==> config.mk <==
export PLATFORM = sky130hd
export DESIGN_NAME = ex_subsys
export DESIGN_NICKNAME = d
export VERILOG_FILES = /design/src/hw/core_pkg.sv /design/src/hw/reg_file.sv /design/src/hw/id_decode.sv /design/src/hw/ex_reg.sv /design/src/hw/ex_alu.sv /design/src/hw/wb_stage.sv /design/src/hw/ex_subsys.sv
export VERILOG_INCLUDE_DIRS = /design/src /design/src/hw
export SDC_FILE = /design/constraint.sdc
export NUM_CORES = 2
export LEC_CHECK = 0
export BUFFER_PORTS_ARGS = -buffer_cell sky130_fd_sc_hd__buf_2
export CAP_MARGIN = 30
export CORE_ASPECT_RATIO = 1.2
export CORE_UTILIZATION = 45
export DETAILED_ROUTE_END_ITERATION = 10
export GPL_TIMING_DRIVEN = 0
export PLACE_DENSITY = 0.62
export SETUP_SLACK_MARGIN = 0.05
export SYNTH_ARGS = -nofsm -noshare
export SYNTH_HDL_FRONTEND = slang
export SYNTH_SLANG_ARGS = --single-unit
==> constraint.sdc <==
create_clock -name clk -period 7.5 [get_ports clk]
set_clock_uncertainty 0.05 [all_clocks]
set_input_delay 0.75 -clock clk [delete_from_list [all_inputs] [get_ports clk]]
set_output_delay 0.75 -clock clk [all_outputs]
set_load 0.01 [all_outputs]
==> src/hw/core_consts.svh <==
`ifndef CORE_CONSTS_SVH
`define CORE_CONSTS_SVH

// Data path and PC width
`define XLEN 32

// Instruction word width
`define INST_LEN 32

// Register index width, x0..x31
`define REG_ADDR_W 5

`endif

==> src/hw/core_pkg.sv <==
`default_nettype none
`include "core_consts.svh"

package core_pkg;

  typedef enum logic [3:0] {
    ADD,
    SUB,
    AND,
    OR,
    XOR,
    SLT,
    SLL,
    SRL,
    PASS_B  // LUI
  } alu_op_e;

  typedef enum logic [1:0] {
    RS2,
    IMM,
    FOUR    // Link value
  } src2_sel_e;

  typedef union packed {
    struct packed {
      logic [6:0]             funct7;
      logic [`REG_ADDR_W-1:0] rs2;
      logic [`REG_ADDR_W-1:0] rs1;
      logic [2:0]             funct3;
      logic [`REG_ADDR_W-1:0] rd;
      logic [6:0]             opcode;
    } r;
    struct packed {
      logic [11:0]            imm12;
      logic [`REG_ADDR_W-1:0] rs1;
      logic [2:0]             funct3;
      logic [`REG_ADDR_W-1:0] rd;
      logic [6:0]             opcode;
    } i;
  } instr_u;

  localparam logic [6:0] OP     = 7'b0110011;
  localparam logic [6:0] OP_IMM = 7'b0010011;
  localparam logic [6:0] LUI    = 7'b0110111;
  localparam logic [6:0] JAL    = 7'b1101111;
  localparam logic [6:0] JALR   = 7'b1100111;
  localparam logic [6:0] BRANCH = 7'b1100011;

endpackage

`default_nettype wire

==> src/hw/reg_file.sv <==
`timescale 1ns/1ps
`default_nettype none
`include "core_consts.svh"

module reg_file (
  input  logic                   clk,
  input  logic                   reset_i,
  input  logic                   we_i,
  input  logic [`REG_ADDR_W-1:0] waddr_i,
  input  logic [`XLEN-1:0]       wdata_i,
  input  logic [`REG_ADDR_W-1:0] raddr1_i,
  input  logic [`REG_ADDR_W-1:0] raddr2_i,
  output logic [`XLEN-1:0]       rdata1_o,
  output logic [`XLEN-1:0]       rdata2_o
);

  logic [`XLEN-1:0] regs [1:31];  // x0 has no storage

  always_ff @(posedge clk) begin
    if (reset_i) begin
      for (int k = 1; k < 32; k++) begin
        regs[k] <= '0;
      end
    end else if (we_i && waddr_i != '0) begin
      regs[waddr_i] <= wdata_i;
    end
  end

  // Same-cycle write is visible on the read ports
  always_comb begin
    if (raddr1_i == '0) rdata1_o = '0;
    else if (we_i && waddr_i == raddr1_i) rdata1_o = wdata_i;
    else rdata1_o = regs[raddr1_i];
    if (raddr2_i == '0) rdata2_o = '0;
    else if (we_i && waddr_i == raddr2_i) rdata2_o = wdata_i;
    else rdata2_o = regs[raddr2_i];
  end

  // Writeback filters x0 before it reaches the port
  a_no_x0_write: assert property (@(posedge clk) disable iff (reset_i)
    !(we_i && waddr_i == '0));

endmodule

`default_nettype wire

==> src/hw/id_decode.sv <==
`timescale 1ns/1ps
`default_nettype none
`include "core_consts.svh"

module id_decode import core_pkg::*; (
  input  logic [`XLEN-1:0]       pc_i,
  input  instr_u                 instr_i,
  input  logic                   valid_i,
  output logic [`REG_ADDR_W-1:0] rs1_idx_o,
  output logic [`REG_ADDR_W-1:0] rs2_idx_o,
  input  logic [`XLEN-1:0]       rdata1_i,
  input  logic [`XLEN-1:0]       rdata2_i,
  input  logic                   fwd_en_i,
  input  logic [`REG_ADDR_W-1:0] fwd_rd_i,
  input  logic [`XLEN-1:0]       fwd_data_i,
  output logic [`XLEN-1:0]       rs1_o,
  output logic [`XLEN-1:0]       rs2_o,
  output logic [`XLEN-1:0]       imm_o,
  output alu_op_e                aluop_o,
  output logic                   src1pc_o,
  output src2_sel_e              src2sel_o,
  output logic                   is_jal_o,
  output logic                   is_jalr_o,
  output logic                   is_brc_o,
  output logic [2:0]             brc_funct3_o,
  output logic                   wben_o,
  output logic [`REG_ADDR_W-1:0] rd_o,
  output logic                   trap_o,
  output logic                   valid_o,
  output logic [`XLEN-1:0]       pc_o
);

  logic [`INST_LEN-1:0] word;
  logic [`XLEN-1:0]     imm_i_type;
  logic [`XLEN-1:0]     imm_u_type;
  logic [`XLEN-1:0]     imm_j_type;
  logic [`XLEN-1:0]     imm_b_type;

  assign word       = instr_i;
  assign imm_i_type = {{(`XLEN-12){instr_i.i.imm12[11]}}, instr_i.i.imm12};
  assign imm_u_type = {word[31:12], 12'b0};
  assign imm_j_type = {{(`XLEN-20){word[31]}}, word[19:12], word[20], word[30:21], 1'b0};
  assign imm_b_type = {{(`XLEN-12){word[31]}}, word[7], word[30:25], word[11:8], 1'b0};

  assign rs1_idx_o    = instr_i.r.rs1;
  assign rs2_idx_o    = instr_i.r.rs2;
  assign rd_o         = instr_i.r.rd;
  assign brc_funct3_o = instr_i.r.funct3;
  assign valid_o      = valid_i;
  assign pc_o         = pc_i;

  // Result of the instruction in EX wins over the register file
  assign rs1_o = (fwd_en_i && fwd_rd_i == rs1_idx_o && rs1_idx_o != '0) ? fwd_data_i : rdata1_i;
  assign rs2_o = (fwd_en_i && fwd_rd_i == rs2_idx_o && rs2_idx_o != '0) ? fwd_data_i : rdata2_i;

  always_comb begin
    aluop_o   = ADD;
    src1pc_o  = 1'b0;
    src2sel_o = RS2;
    imm_o     = '0;
    is_jal_o  = 1'b0;
    is_jalr_o = 1'b0;
    is_brc_o  = 1'b0;
    wben_o    = 1'b0;
    trap_o    = 1'b0;
    case (instr_i.r.opcode)
      OP: begin
        wben_o = 1'b1;
        case (instr_i.r.funct3)
          3'b000:  aluop_o = instr_i.r.funct7[5] ? SUB : ADD;
          3'b001:  aluop_o = SLL;
          3'b010:  aluop_o = SLT;
          3'b100:  aluop_o = XOR;
          3'b101:  aluop_o = SRL;
          3'b110:  aluop_o = OR;
          3'b111:  aluop_o = AND;
          default: aluop_o = ADD;
        endcase
      end
      OP_IMM: begin
        wben_o    = 1'b1;
        src2sel_o = IMM;
        imm_o     = imm_i_type;
        case (instr_i.i.funct3)
          3'b010:  aluop_o = SLT;
          3'b100:  aluop_o = XOR;
          3'b110:  aluop_o = OR;
          3'b111:  aluop_o = AND;
          default: aluop_o = ADD;
        endcase
      end
      LUI: begin
        wben_o    = 1'b1;
        aluop_o   = PASS_B;
        src2sel_o = IMM;
        imm_o     = imm_u_type;
      end
      JAL, JALR: begin
        wben_o    = 1'b1;
        src1pc_o  = 1'b1;   // Link is pc + 4
        src2sel_o = FOUR;
        is_jal_o  = (instr_i.r.opcode == JAL);
        is_jalr_o = (instr_i.r.opcode == JALR);
        imm_o     = (instr_i.r.opcode == JAL) ? imm_j_type : imm_i_type;
      end
      BRANCH: begin
        is_brc_o = 1'b1;
        imm_o    = imm_b_type;
      end
      default: trap_o = 1'b1;
    endcase
  end

endmodule

`default_nettype wire

==> src/hw/ex_reg.sv <==
`timescale 1ns/1ps
`default_nettype none
`include "core_consts.svh"

module ex_reg import core_pkg::*; (
  input  logic                   clk,
  input  logic                   reset_i,
  input  logic                   stall_i,
  input  logic                   flush_i,
  input  logic                   valid_i,
  input  logic [`XLEN-1:0]       pc_i,
  input  logic [`XLEN-1:0]       rs1_i,
  input  logic [`XLEN-1:0]       rs2_i,
  input  logic [`XLEN-1:0]       imm_i,
  input  alu_op_e                aluop_i,
  input  logic                   src1pc_i,
  input  src2_sel_e              src2sel_i,
  input  logic                   is_jal_i,
  input  logic                   is_jalr_i,
  input  logic                   is_brc_i,
  input  logic [2:0]             brc_funct3_i,
  input  logic                   wben_i,
  input  logic [`REG_ADDR_W-1:0] rd_i,
  input  logic                   trap_i,
  output logic                   valid_o,
  output logic [`XLEN-1:0]       pc_o,
  output logic [`XLEN-1:0]       rs1_o,
  output logic [`XLEN-1:0]       rs2_o,
  output logic [`XLEN-1:0]       imm_o,
  output alu_op_e                aluop_o,
  output logic                   src1pc_o,
  output src2_sel_e              src2sel_o,
  output logic                   is_jal_o,
  output logic                   is_jalr_o,
  output logic                   is_brc_o,
  output logic [2:0]             brc_funct3_o,
  output logic                   wben_o,
  output logic [`REG_ADDR_W-1:0] rd_o,
  output logic                   trap_o
);

  always_ff @(posedge clk) begin
    if (reset_i) begin
      valid_o      <= 1'b0;
      pc_o         <= '0;
      rs1_o        <= '0;
      rs2_o        <= '0;
      imm_o        <= '0;
      aluop_o      <= ADD;
      src1pc_o     <= 1'b0;
      src2sel_o    <= RS2;
      is_jal_o     <= 1'b0;
      is_jalr_o    <= 1'b0;
      is_brc_o     <= 1'b0;
      brc_funct3_o <= '0;
      wben_o       <= 1'b0;
      rd_o         <= '0;
      trap_o       <= 1'b0;
    end else if (!stall_i) begin
      // Flush only kills the fields that can cause side effects
      valid_o      <= flush_i ? 1'b0 : valid_i;
      pc_o         <= flush_i ? '0   : pc_i;
      is_jal_o     <= flush_i ? 1'b0 : is_jal_i;
      is_jalr_o    <= flush_i ? 1'b0 : is_jalr_i;
      is_brc_o     <= flush_i ? 1'b0 : is_brc_i;
      wben_o       <= flush_i ? 1'b0 : wben_i;
      trap_o       <= flush_i ? 1'b0 : trap_i;
      rs1_o        <= rs1_i;
      rs2_o        <= rs2_i;
      imm_o        <= imm_i;
      aluop_o      <= aluop_i;
      src1pc_o     <= src1pc_i;
      src2sel_o    <= src2sel_i;
      brc_funct3_o <= brc_funct3_i;
      rd_o         <= rd_i;
    end
  end

  a_flush_bubble: assert property (@(posedge clk) disable iff (reset_i)
    (flush_i && !stall_i) |=> !valid_o);

endmodule

`default_nettype wire

==> src/hw/ex_alu.sv <==
`timescale 1ns/1ps
`default_nettype none
`include "core_consts.svh"

module ex_alu import core_pkg::*; (
  input  logic                   clk,
  input  logic                   reset_i,
  input  logic                   valid_i,
  input  logic [`XLEN-1:0]       pc_i,
  input  logic [`XLEN-1:0]       rs1_i,
  input  logic [`XLEN-1:0]       rs2_i,
  input  logic [`XLEN-1:0]       imm_i,
  input  alu_op_e                aluop_i,
  input  logic                   src1pc_i,
  input  src2_sel_e              src2sel_i,
  input  logic                   is_jal_i,
  input  logic                   is_jalr_i,
  input  logic                   is_brc_i,
  input  logic [2:0]             brc_funct3_i,
  input  logic                   wben_i,
  input  logic [`REG_ADDR_W-1:0] rd_i,
  input  logic                   trap_i,
  output logic                   res_valid_o,
  output logic [`REG_ADDR_W-1:0] res_rd_o,
  output logic [`XLEN-1:0]       res_data_o,
  output logic                   res_we_o,
  output logic                   fwd_en_o,
  output logic [`REG_ADDR_W-1:0] fwd_rd_o,
  output logic [`XLEN-1:0]       fwd_data_o,
  output logic                   redirect_valid_o,
  output logic [`XLEN-1:0]       redirect_pc_o,
  output logic                   trap_valid_o,
  output logic [`XLEN-1:0]       trap_pc_o
);

  logic [`XLEN-1:0] op_a;
  logic [`XLEN-1:0] op_b;
  logic [`XLEN-1:0] alu_res;
  logic [`XLEN-1:0] jalr_sum;
  logic [4:0]       shamt;
  logic             br_cond;

  assign op_a  = src1pc_i ? pc_i : rs1_i;
  assign shamt = op_b[4:0];

  always_comb begin
    case (src2sel_i)
      RS2:     op_b = rs2_i;
      IMM:     op_b = imm_i;
      FOUR:    op_b = `XLEN'd4;
      default: op_b = '0;
    endcase
  end

  always_comb begin
    case (aluop_i)
      ADD:     alu_res = op_a + op_b;
      SUB:     alu_res = op_a - op_b;
      AND:     alu_res = op_a & op_b;
      OR:      alu_res = op_a | op_b;
      XOR:     alu_res = op_a ^ op_b;
      SLT:     alu_res = {{(`XLEN-1){1'b0}}, $signed(op_a) < $signed(op_b)};
      SLL:     alu_res = op_a << shamt;
      SRL:     alu_res = op_a >> shamt;
      PASS_B:  alu_res = op_b;
      default: alu_res = '0;
    endcase
  end

  always_comb begin
    case (brc_funct3_i)
      3'b000:  br_cond = (rs1_i == rs2_i);
      3'b001:  br_cond = (rs1_i != rs2_i);
      3'b100:  br_cond = $signed(rs1_i) < $signed(rs2_i);
      3'b101:  br_cond = $signed(rs1_i) >= $signed(rs2_i);
      default: br_cond = 1'b0;
    endcase
  end

  assign jalr_sum         = rs1_i + imm_i;
  assign redirect_valid_o = valid_i && (is_jal_i || is_jalr_i || (is_brc_i && br_cond));
  assign redirect_pc_o    = is_jalr_i ? {jalr_sum[`XLEN-1:1], 1'b0} : pc_i + imm_i;

  assign trap_valid_o = valid_i && trap_i;
  assign trap_pc_o    = pc_i;

  assign res_valid_o = valid_i;
  assign res_we_o    = valid_i && wben_i;
  assign res_rd_o    = rd_i;
  assign res_data_o  = alu_res;

  assign fwd_en_o   = res_we_o;
  assign fwd_rd_o   = res_rd_o;
  assign fwd_data_o = res_data_o;

  // Illegal opcodes never redirect or write back
  a_trap_quiet: assert property (@(posedge clk) disable iff (reset_i)
    trap_valid_o |-> !redirect_valid_o && !res_we_o);

endmodule

`default_nettype wire

==> src/hw/wb_stage.sv <==
`timescale 1ns/1ps
`default_nettype none
`include "core_consts.svh"

module wb_stage (
  input  logic                   clk,
  input  logic                   reset_i,
  input  logic                   hold_i,
  input  logic                   res_valid_i,
  input  logic                   res_we_i,
  input  logic [`REG_ADDR_W-1:0] res_rd_i,
  input  logic [`XLEN-1:0]       res_data_i,
  output logic                   rf_we_o,
  output logic [`REG_ADDR_W-1:0] rf_waddr_o,
  output logic [`XLEN-1:0]       rf_wdata_o,
  output logic                   wb_valid_o,
  output logic [`REG_ADDR_W-1:0] wb_rd_o,
  output logic [`XLEN-1:0]       wb_data_o
);

  logic                   we_q;
  logic [`REG_ADDR_W-1:0] rd_q;
  logic [`XLEN-1:0]       data_q;

  always_ff @(posedge clk) begin
    if (reset_i) begin
      we_q <= 1'b0;
    end else begin
      // Bubble while held, EX keeps the instruction for later
      we_q <= !hold_i && res_valid_i && res_we_i && (res_rd_i != '0);
    end
  end

  always_ff @(posedge clk) begin
    rd_q   <= res_rd_i;
    data_q <= res_data_i;
  end

  assign rf_we_o    = we_q;
  assign rf_waddr_o = rd_q;
  assign rf_wdata_o = data_q;

  assign wb_valid_o = we_q;
  assign wb_rd_o    = rd_q;
  assign wb_data_o  = data_q;

endmodule

`default_nettype wire

==> src/hw/ex_subsys.sv <==
`timescale 1ns/1ps
`default_nettype none
`include "core_consts.svh"

module ex_subsys import core_pkg::*; (
  input  logic                   clk,
  input  logic                   reset_i,
  input  logic                   issue_valid_i,
  input  logic [`XLEN-1:0]       issue_pc_i,
  input  logic [`INST_LEN-1:0]   issue_instr_i,
  input  logic                   hold_i,
  output logic                   wb_valid_o,
  output logic [`REG_ADDR_W-1:0] wb_rd_o,
  output logic [`XLEN-1:0]       wb_data_o,
  output logic                   redirect_valid_o,
  output logic [`XLEN-1:0]       redirect_pc_o,
  output logic                   trap_valid_o,
  output logic [`XLEN-1:0]       trap_pc_o
);

  logic [`REG_ADDR_W-1:0] rs1_idx, rs2_idx, d_rd, e_rd, res_rd, fwd_rd, rf_waddr;
  logic [`XLEN-1:0]       rdata1, rdata2, fwd_data, res_data, rf_wdata;
  logic [`XLEN-1:0]       d_pc, d_rs1, d_rs2, d_imm, e_pc, e_rs1, e_rs2, e_imm;
  logic                   d_valid, d_src1pc, d_jal, d_jalr, d_brc, d_wben, d_trap;
  logic                   e_valid, e_src1pc, e_jal, e_jalr, e_brc, e_wben, e_trap;
  logic                   fwd_en, res_valid, res_we, rf_we;
  logic [2:0]             d_funct3, e_funct3;
  alu_op_e                d_aluop, e_aluop;
  src2_sel_e              d_src2sel, e_src2sel;

  reg_file u_reg_file (
    .clk(clk), .reset_i(reset_i), .we_i(rf_we), .waddr_i(rf_waddr), .wdata_i(rf_wdata),
    .raddr1_i(rs1_idx), .raddr2_i(rs2_idx), .rdata1_o(rdata1), .rdata2_o(rdata2)
  );

  id_decode u_id_decode (
    .pc_i(issue_pc_i), .instr_i(issue_instr_i), .valid_i(issue_valid_i),
    .rs1_idx_o(rs1_idx), .rs2_idx_o(rs2_idx), .rdata1_i(rdata1), .rdata2_i(rdata2),
    .fwd_en_i(fwd_en), .fwd_rd_i(fwd_rd), .fwd_data_i(fwd_data),
    .rs1_o(d_rs1), .rs2_o(d_rs2), .imm_o(d_imm), .aluop_o(d_aluop), .src1pc_o(d_src1pc),
    .src2sel_o(d_src2sel), .is_jal_o(d_jal), .is_jalr_o(d_jalr), .is_brc_o(d_brc),
    .brc_funct3_o(d_funct3), .wben_o(d_wben), .rd_o(d_rd), .trap_o(d_trap),
    .valid_o(d_valid), .pc_o(d_pc)
  );

  ex_reg u_ex_reg (
    .clk(clk), .reset_i(reset_i), .stall_i(hold_i), .flush_i(redirect_valid_o),
    .valid_i(d_valid), .pc_i(d_pc), .rs1_i(d_rs1), .rs2_i(d_rs2), .imm_i(d_imm),
    .aluop_i(d_aluop), .src1pc_i(d_src1pc), .src2sel_i(d_src2sel), .is_jal_i(d_jal),
    .is_jalr_i(d_jalr), .is_brc_i(d_brc), .brc_funct3_i(d_funct3), .wben_i(d_wben),
    .rd_i(d_rd), .trap_i(d_trap),
    .valid_o(e_valid), .pc_o(e_pc), .rs1_o(e_rs1), .rs2_o(e_rs2), .imm_o(e_imm),
    .aluop_o(e_aluop), .src1pc_o(e_src1pc), .src2sel_o(e_src2sel), .is_jal_o(e_jal),
    .is_jalr_o(e_jalr), .is_brc_o(e_brc), .brc_funct3_o(e_funct3), .wben_o(e_wben),
    .rd_o(e_rd), .trap_o(e_trap)
  );

  ex_alu u_ex_alu (
    .clk(clk), .reset_i(reset_i),
    .valid_i(e_valid), .pc_i(e_pc), .rs1_i(e_rs1), .rs2_i(e_rs2), .imm_i(e_imm),
    .aluop_i(e_aluop), .src1pc_i(e_src1pc), .src2sel_i(e_src2sel), .is_jal_i(e_jal),
    .is_jalr_i(e_jalr), .is_brc_i(e_brc), .brc_funct3_i(e_funct3), .wben_i(e_wben),
    .rd_i(e_rd), .trap_i(e_trap),
    .res_valid_o(res_valid), .res_rd_o(res_rd), .res_data_o(res_data), .res_we_o(res_we),
    .fwd_en_o(fwd_en), .fwd_rd_o(fwd_rd), .fwd_data_o(fwd_data),
    .redirect_valid_o(redirect_valid_o), .redirect_pc_o(redirect_pc_o),
    .trap_valid_o(trap_valid_o), .trap_pc_o(trap_pc_o)
  );

  wb_stage u_wb_stage (
    .clk(clk), .reset_i(reset_i), .hold_i(hold_i),
    .res_valid_i(res_valid), .res_we_i(res_we), .res_rd_i(res_rd), .res_data_i(res_data),
    .rf_we_o(rf_we), .rf_waddr_o(rf_waddr), .rf_wdata_o(rf_wdata),
    .wb_valid_o(wb_valid_o), .wb_rd_o(wb_rd_o), .wb_data_o(wb_data_o)
  );

endmodule

`default_nettype wire

==> impl_metrics.py <==
metrics = {
    "run_status": {
        "status": "completed",
    },
    "global_route": {
        "use_met1": 0.4698,
        "grt_overflow": 0,
        "grt_pass1_wl_mm": 482.3,
        "grt_max_degree": 28,
        "use_met2": 0.6822,
        "antenna_found_initial": 19,
        "grt_pass1_vias": 57820,
        "grt_use_total": 0.4290,
        "grtUsageMet3": 0.09687,
        "top_usage_layer": "met2",
    },
    "critical_path": {
        "cp_slowest_cell": "o31ai_1",
        "crit_chain": "buf_6 -> mux2i_1 -> or2_2 -> clkbuf_1 -> clkbuf_1 -> clkbuf_1 -> clkbuf_1 -> ha_1 -> clkbuf_1 -> nor2b_1 -> nor3_1 -> o22ai_1 -> o211ai_1 -> a311o_1 -> nor2_1 -> o31ai_1 -> nand3_1 -> a221o_1",
        "cp_data_arrival_time_ns": 7.96,
        "cpPeakStageDelay_ns": 0.77,
        "regToRegSetupSlack_ns": 0.20,
        "worstPathRequired_ns": 8.15,
        "cpMostUsedCell": "clkbuf_1",
        "cp-end-kind": "flop",
        "worstRegToRegCells": 18,
        "cp-start-kind": "flop",
        "critPathMaxFanout": 11,
        "critPathKind": "reg2reg",
    },
    "clock_network": {
        "post_cts_resized": 0,
        "cts_tree": "built",
        "ctsHoldBuffers": 0,
        "cts_root_buf": "clkbuf_16",
        "cts_inserted_buffers": 134,
        "cts_setup_buffers": 0,
        "clk_pin_slew_worst_paths_ns": 0.07,
        "clkSinkCount": 1211,
        "clk_path_buf_depth": 3,
        "htree_levels": 4,
        "clk_latency_ns": 0.84,
    },
    "power": {
        "p_leak_nw": 31.62,
        "p_comb_frac": 0.207,
        "p_sw_frac": 0.3230,
        "p_per_area_nw_per_um2": 217.0,
        "pwr-share-clk": 0.361,
        "intPower_mw": 12.45,
        "power_frac_seq": 0.432,
        "irDropWorstVdd_v": 0.0002037,
        "p_sw_mw": 5.938,
        "finalPower_mw": 18.38,
    },
    "timing": {
        "fin_crit_ns": 7.305,
        "final-max-slew-violation-count": 0,
        "finalWorstSetupSlack_ns": 0.1954,
        "fmax_ghz": 0.1369,
        "worst_pin_slew_ns": 1.229,
        "setup-violations-final": 0,
        "slew_headroom": 0.1800,
        "fin_tns_setup_ns": 0,
        "min_period_over_period": 0.9740,
        "rsz0062_at_grt": "false",
        "final-hold-violation-count": 0,
    },
    "synthesis": {
        "synthXorXnorAreaFrac": 0.009175,
        "yosysUniqueCellTypes": 96,
        "netlist_area_um2": 74460,
        "synth-adder-area-share": 0.03300,
        "synth_seq_cells": 1211,
        "synthArstFlopShare": 0,
        "ys_warn_count": 0,
        "synth_top_cell_area_share": 0.4130,
        "synth_top_flop_cell": "edfxtp_1",
        "synth_area_per_cell_um2": 12.50,
        "yosysTopAreaCell": "edfxtp_1",
        "ys_seq_area_frac": 0.4633,
        "synth-simple-area-share": 0.1399,
        "muxShareOfSynthArea": 0.2274,
        "synth_compound_area_frac": 0.09016,
        "synthTopCellsByArea": "edfxtp_1 41%, mux4_2 20%, and2_1 8.4%",
        "synth-edff-count": 1024,
        "syn_inst": 5955,
        "synth_top_family_by_area": "multiplexers",
    },
    "place": {
        "place_area_um2": 80210,
        "numPortBuffers": 159,
        "dp.cells": 8434,
        "post-place-ws_ns": 0.3149,
        "place_hpwl_mm": 280.0,
        "place_congestion": 1.040,
    },
    "finish": {
        "final_cells": 8701,
        "syn_to_final_growth_pct": 13.76,
        "fin_area_um2": 84700,
        "fill_cells": 14440,
        "final_cell_mix": "1024 x edfxtp_1, 1003 x and2_1, 673 x mux4_2, 421 x clkbuf_1, 364 x nor2_1",
        "nets": 6701,
        "final_common_cell": "edfxtp_1",
        "drive_gt1_frac": 0.2110,
    },
    "floorplanning": {
        "core_area_um2": 164400,
        "die_y_um": 447.6,
        "rows": 163,
        "initial_utilization": 0.4529,
        "die_w_um": 373.3,
        "io_pins": 172,
        "die_area_um2": 167100,
    },
    "drt": {
        "drt_pass1_iterations": 8,
        "vias": 58740,
        "wire_per_inst_um": 41.34,
        "drtIter0Drc": 8467,
        "vias_per_cell": 6.751,
        "drcViolationCount": 0,
        "routed_wl_mm": 359.7,
        "ant_nets": 0,
    },
    "hold_path": {
        "min_path_cells": 2,
        "hp-class": "in2reg",
    },
    "run": {
        "cap_violations": 0,
    },
}
[sequential cells by signal, indices dropped and copies added, names as in the netlist, 2 cells and up]
register / cells
u_ex_reg.rs2_o: 32
u_ex_reg.rs1_o: 32
u_ex_reg.src2sel_o: 2
u_ex_reg.brc_funct3_o: 3
u_wb_stage.rf_wdata_o: 32
u_reg_file.regs: 1024
u_ex_reg.pc_o: 32
u_wb_stage.rf_waddr_o: 5
u_ex_reg.rd_o: 5
u_ex_reg.aluop_o: 4
u_ex_reg.imm_o: 32
[cell families (layout without fill, tap and decap cells)]
group / count (synthesis) / after routing
XOR/XNOR: 78 / 78
adder cells (fa/ha/maj): 194 / 194
AND/OR/NAND/NOR: 1913 / 1913
other: 1 / 42
buffers and inverters: 702 / 1262
AO/OA/AOI/OAI: 1015 / 1015
flip-flops: 1211 / 1211
multiplexers: 841 / 841
[synth_stat cells, types with 136 or more instances]
master	instances
nand2_1	229
dfxtp_1	187
ha_1	190
mux4_2	673
mux2i_1	136
a21oi_1	306
and2_1	1003
clkbuf_1	410
inv_1	156
edfxtp_1	1024
o21ai_0	207
nor2_1	364
[worst paths after layout]
path / startpoint / endpoint
worst max-delay path: u_ex_reg.src2sel_o[0] / u_ex_reg.rs1_o[20]
worst min-delay path: issue_pc_i[1] / u_ex_reg.pc_o[1]
worst max register to register: u_ex_reg.src2sel_o[0] / u_ex_reg.rs1_o[20]
worst min register to register: u_ex_reg.trap_o / u_ex_reg.trap_o
[cell type report]
class	instances	area, um2	share of cell area
Tap cell	2145	2684	0.03169
Antenna cell	10	25.02	0.0002954
Timing Repair Buffer	317	3088	0.03646
Buffer	537	2168	0.02560
Inverter	165	619.3	0.007312
Multi-Input combinational cell	4073	37340	0.4409
Clock inverter	83	753.2	0.008893
Sequential cell	1211	34490	0.4072
Clock buffer	160	3527	0.04164
[worst max-delay path: cells and delay by family (launching register included)]
kind | cells | cell delay [ns]
flip-flops | 1 | 0.36
multiplexers | 1 | 0.19
AO/OA/AOI/OAI | 5 | 2.30
buffers and inverters | 6 | 2.59
AND/OR/NAND/NOR | 5 | 1.30
adder cells (fa/ha/maj) | 1 | 0.37
[power by group through the flow]
stage / registers, mW / clock network [mW] / logic (mW)
after CTS: 7.92 / 6.62 / 3.63
after floorplan: 7.86 / 0 / 1.91
after global routing: 7.95 / 6.87 / 3.84
after detailed placement: 8.06 / 0 / 3.62
after global placement: 8.05 / 0 / 3.49
final: 7.95 / 6.63 / 3.80
[layer usage]
layer / routed length [um] / vias to the layer above / part of all wire
li1: - / 23610 / -
met1: 117600 / 29680 / 0.33
met2: 163400 / 4198 / 0.45
met3: 33930 / 1248 / 0.094
met4: 44670 / 6 / 0.12
met5: 98 / - / 0.00027
[stage by stage]
stage	util	hold slack [ns]
5_1_grt	0.5151	0.06956
3_3_place_gp	0.4748	0.4072
6_report	0.5153	0.08183
2_1_floorplan	-	0.3466
4_1_cts	0.5140	0.03326
3_5_place_dp	0.4879	0.4163
Power figures use the tool's default switching activity.
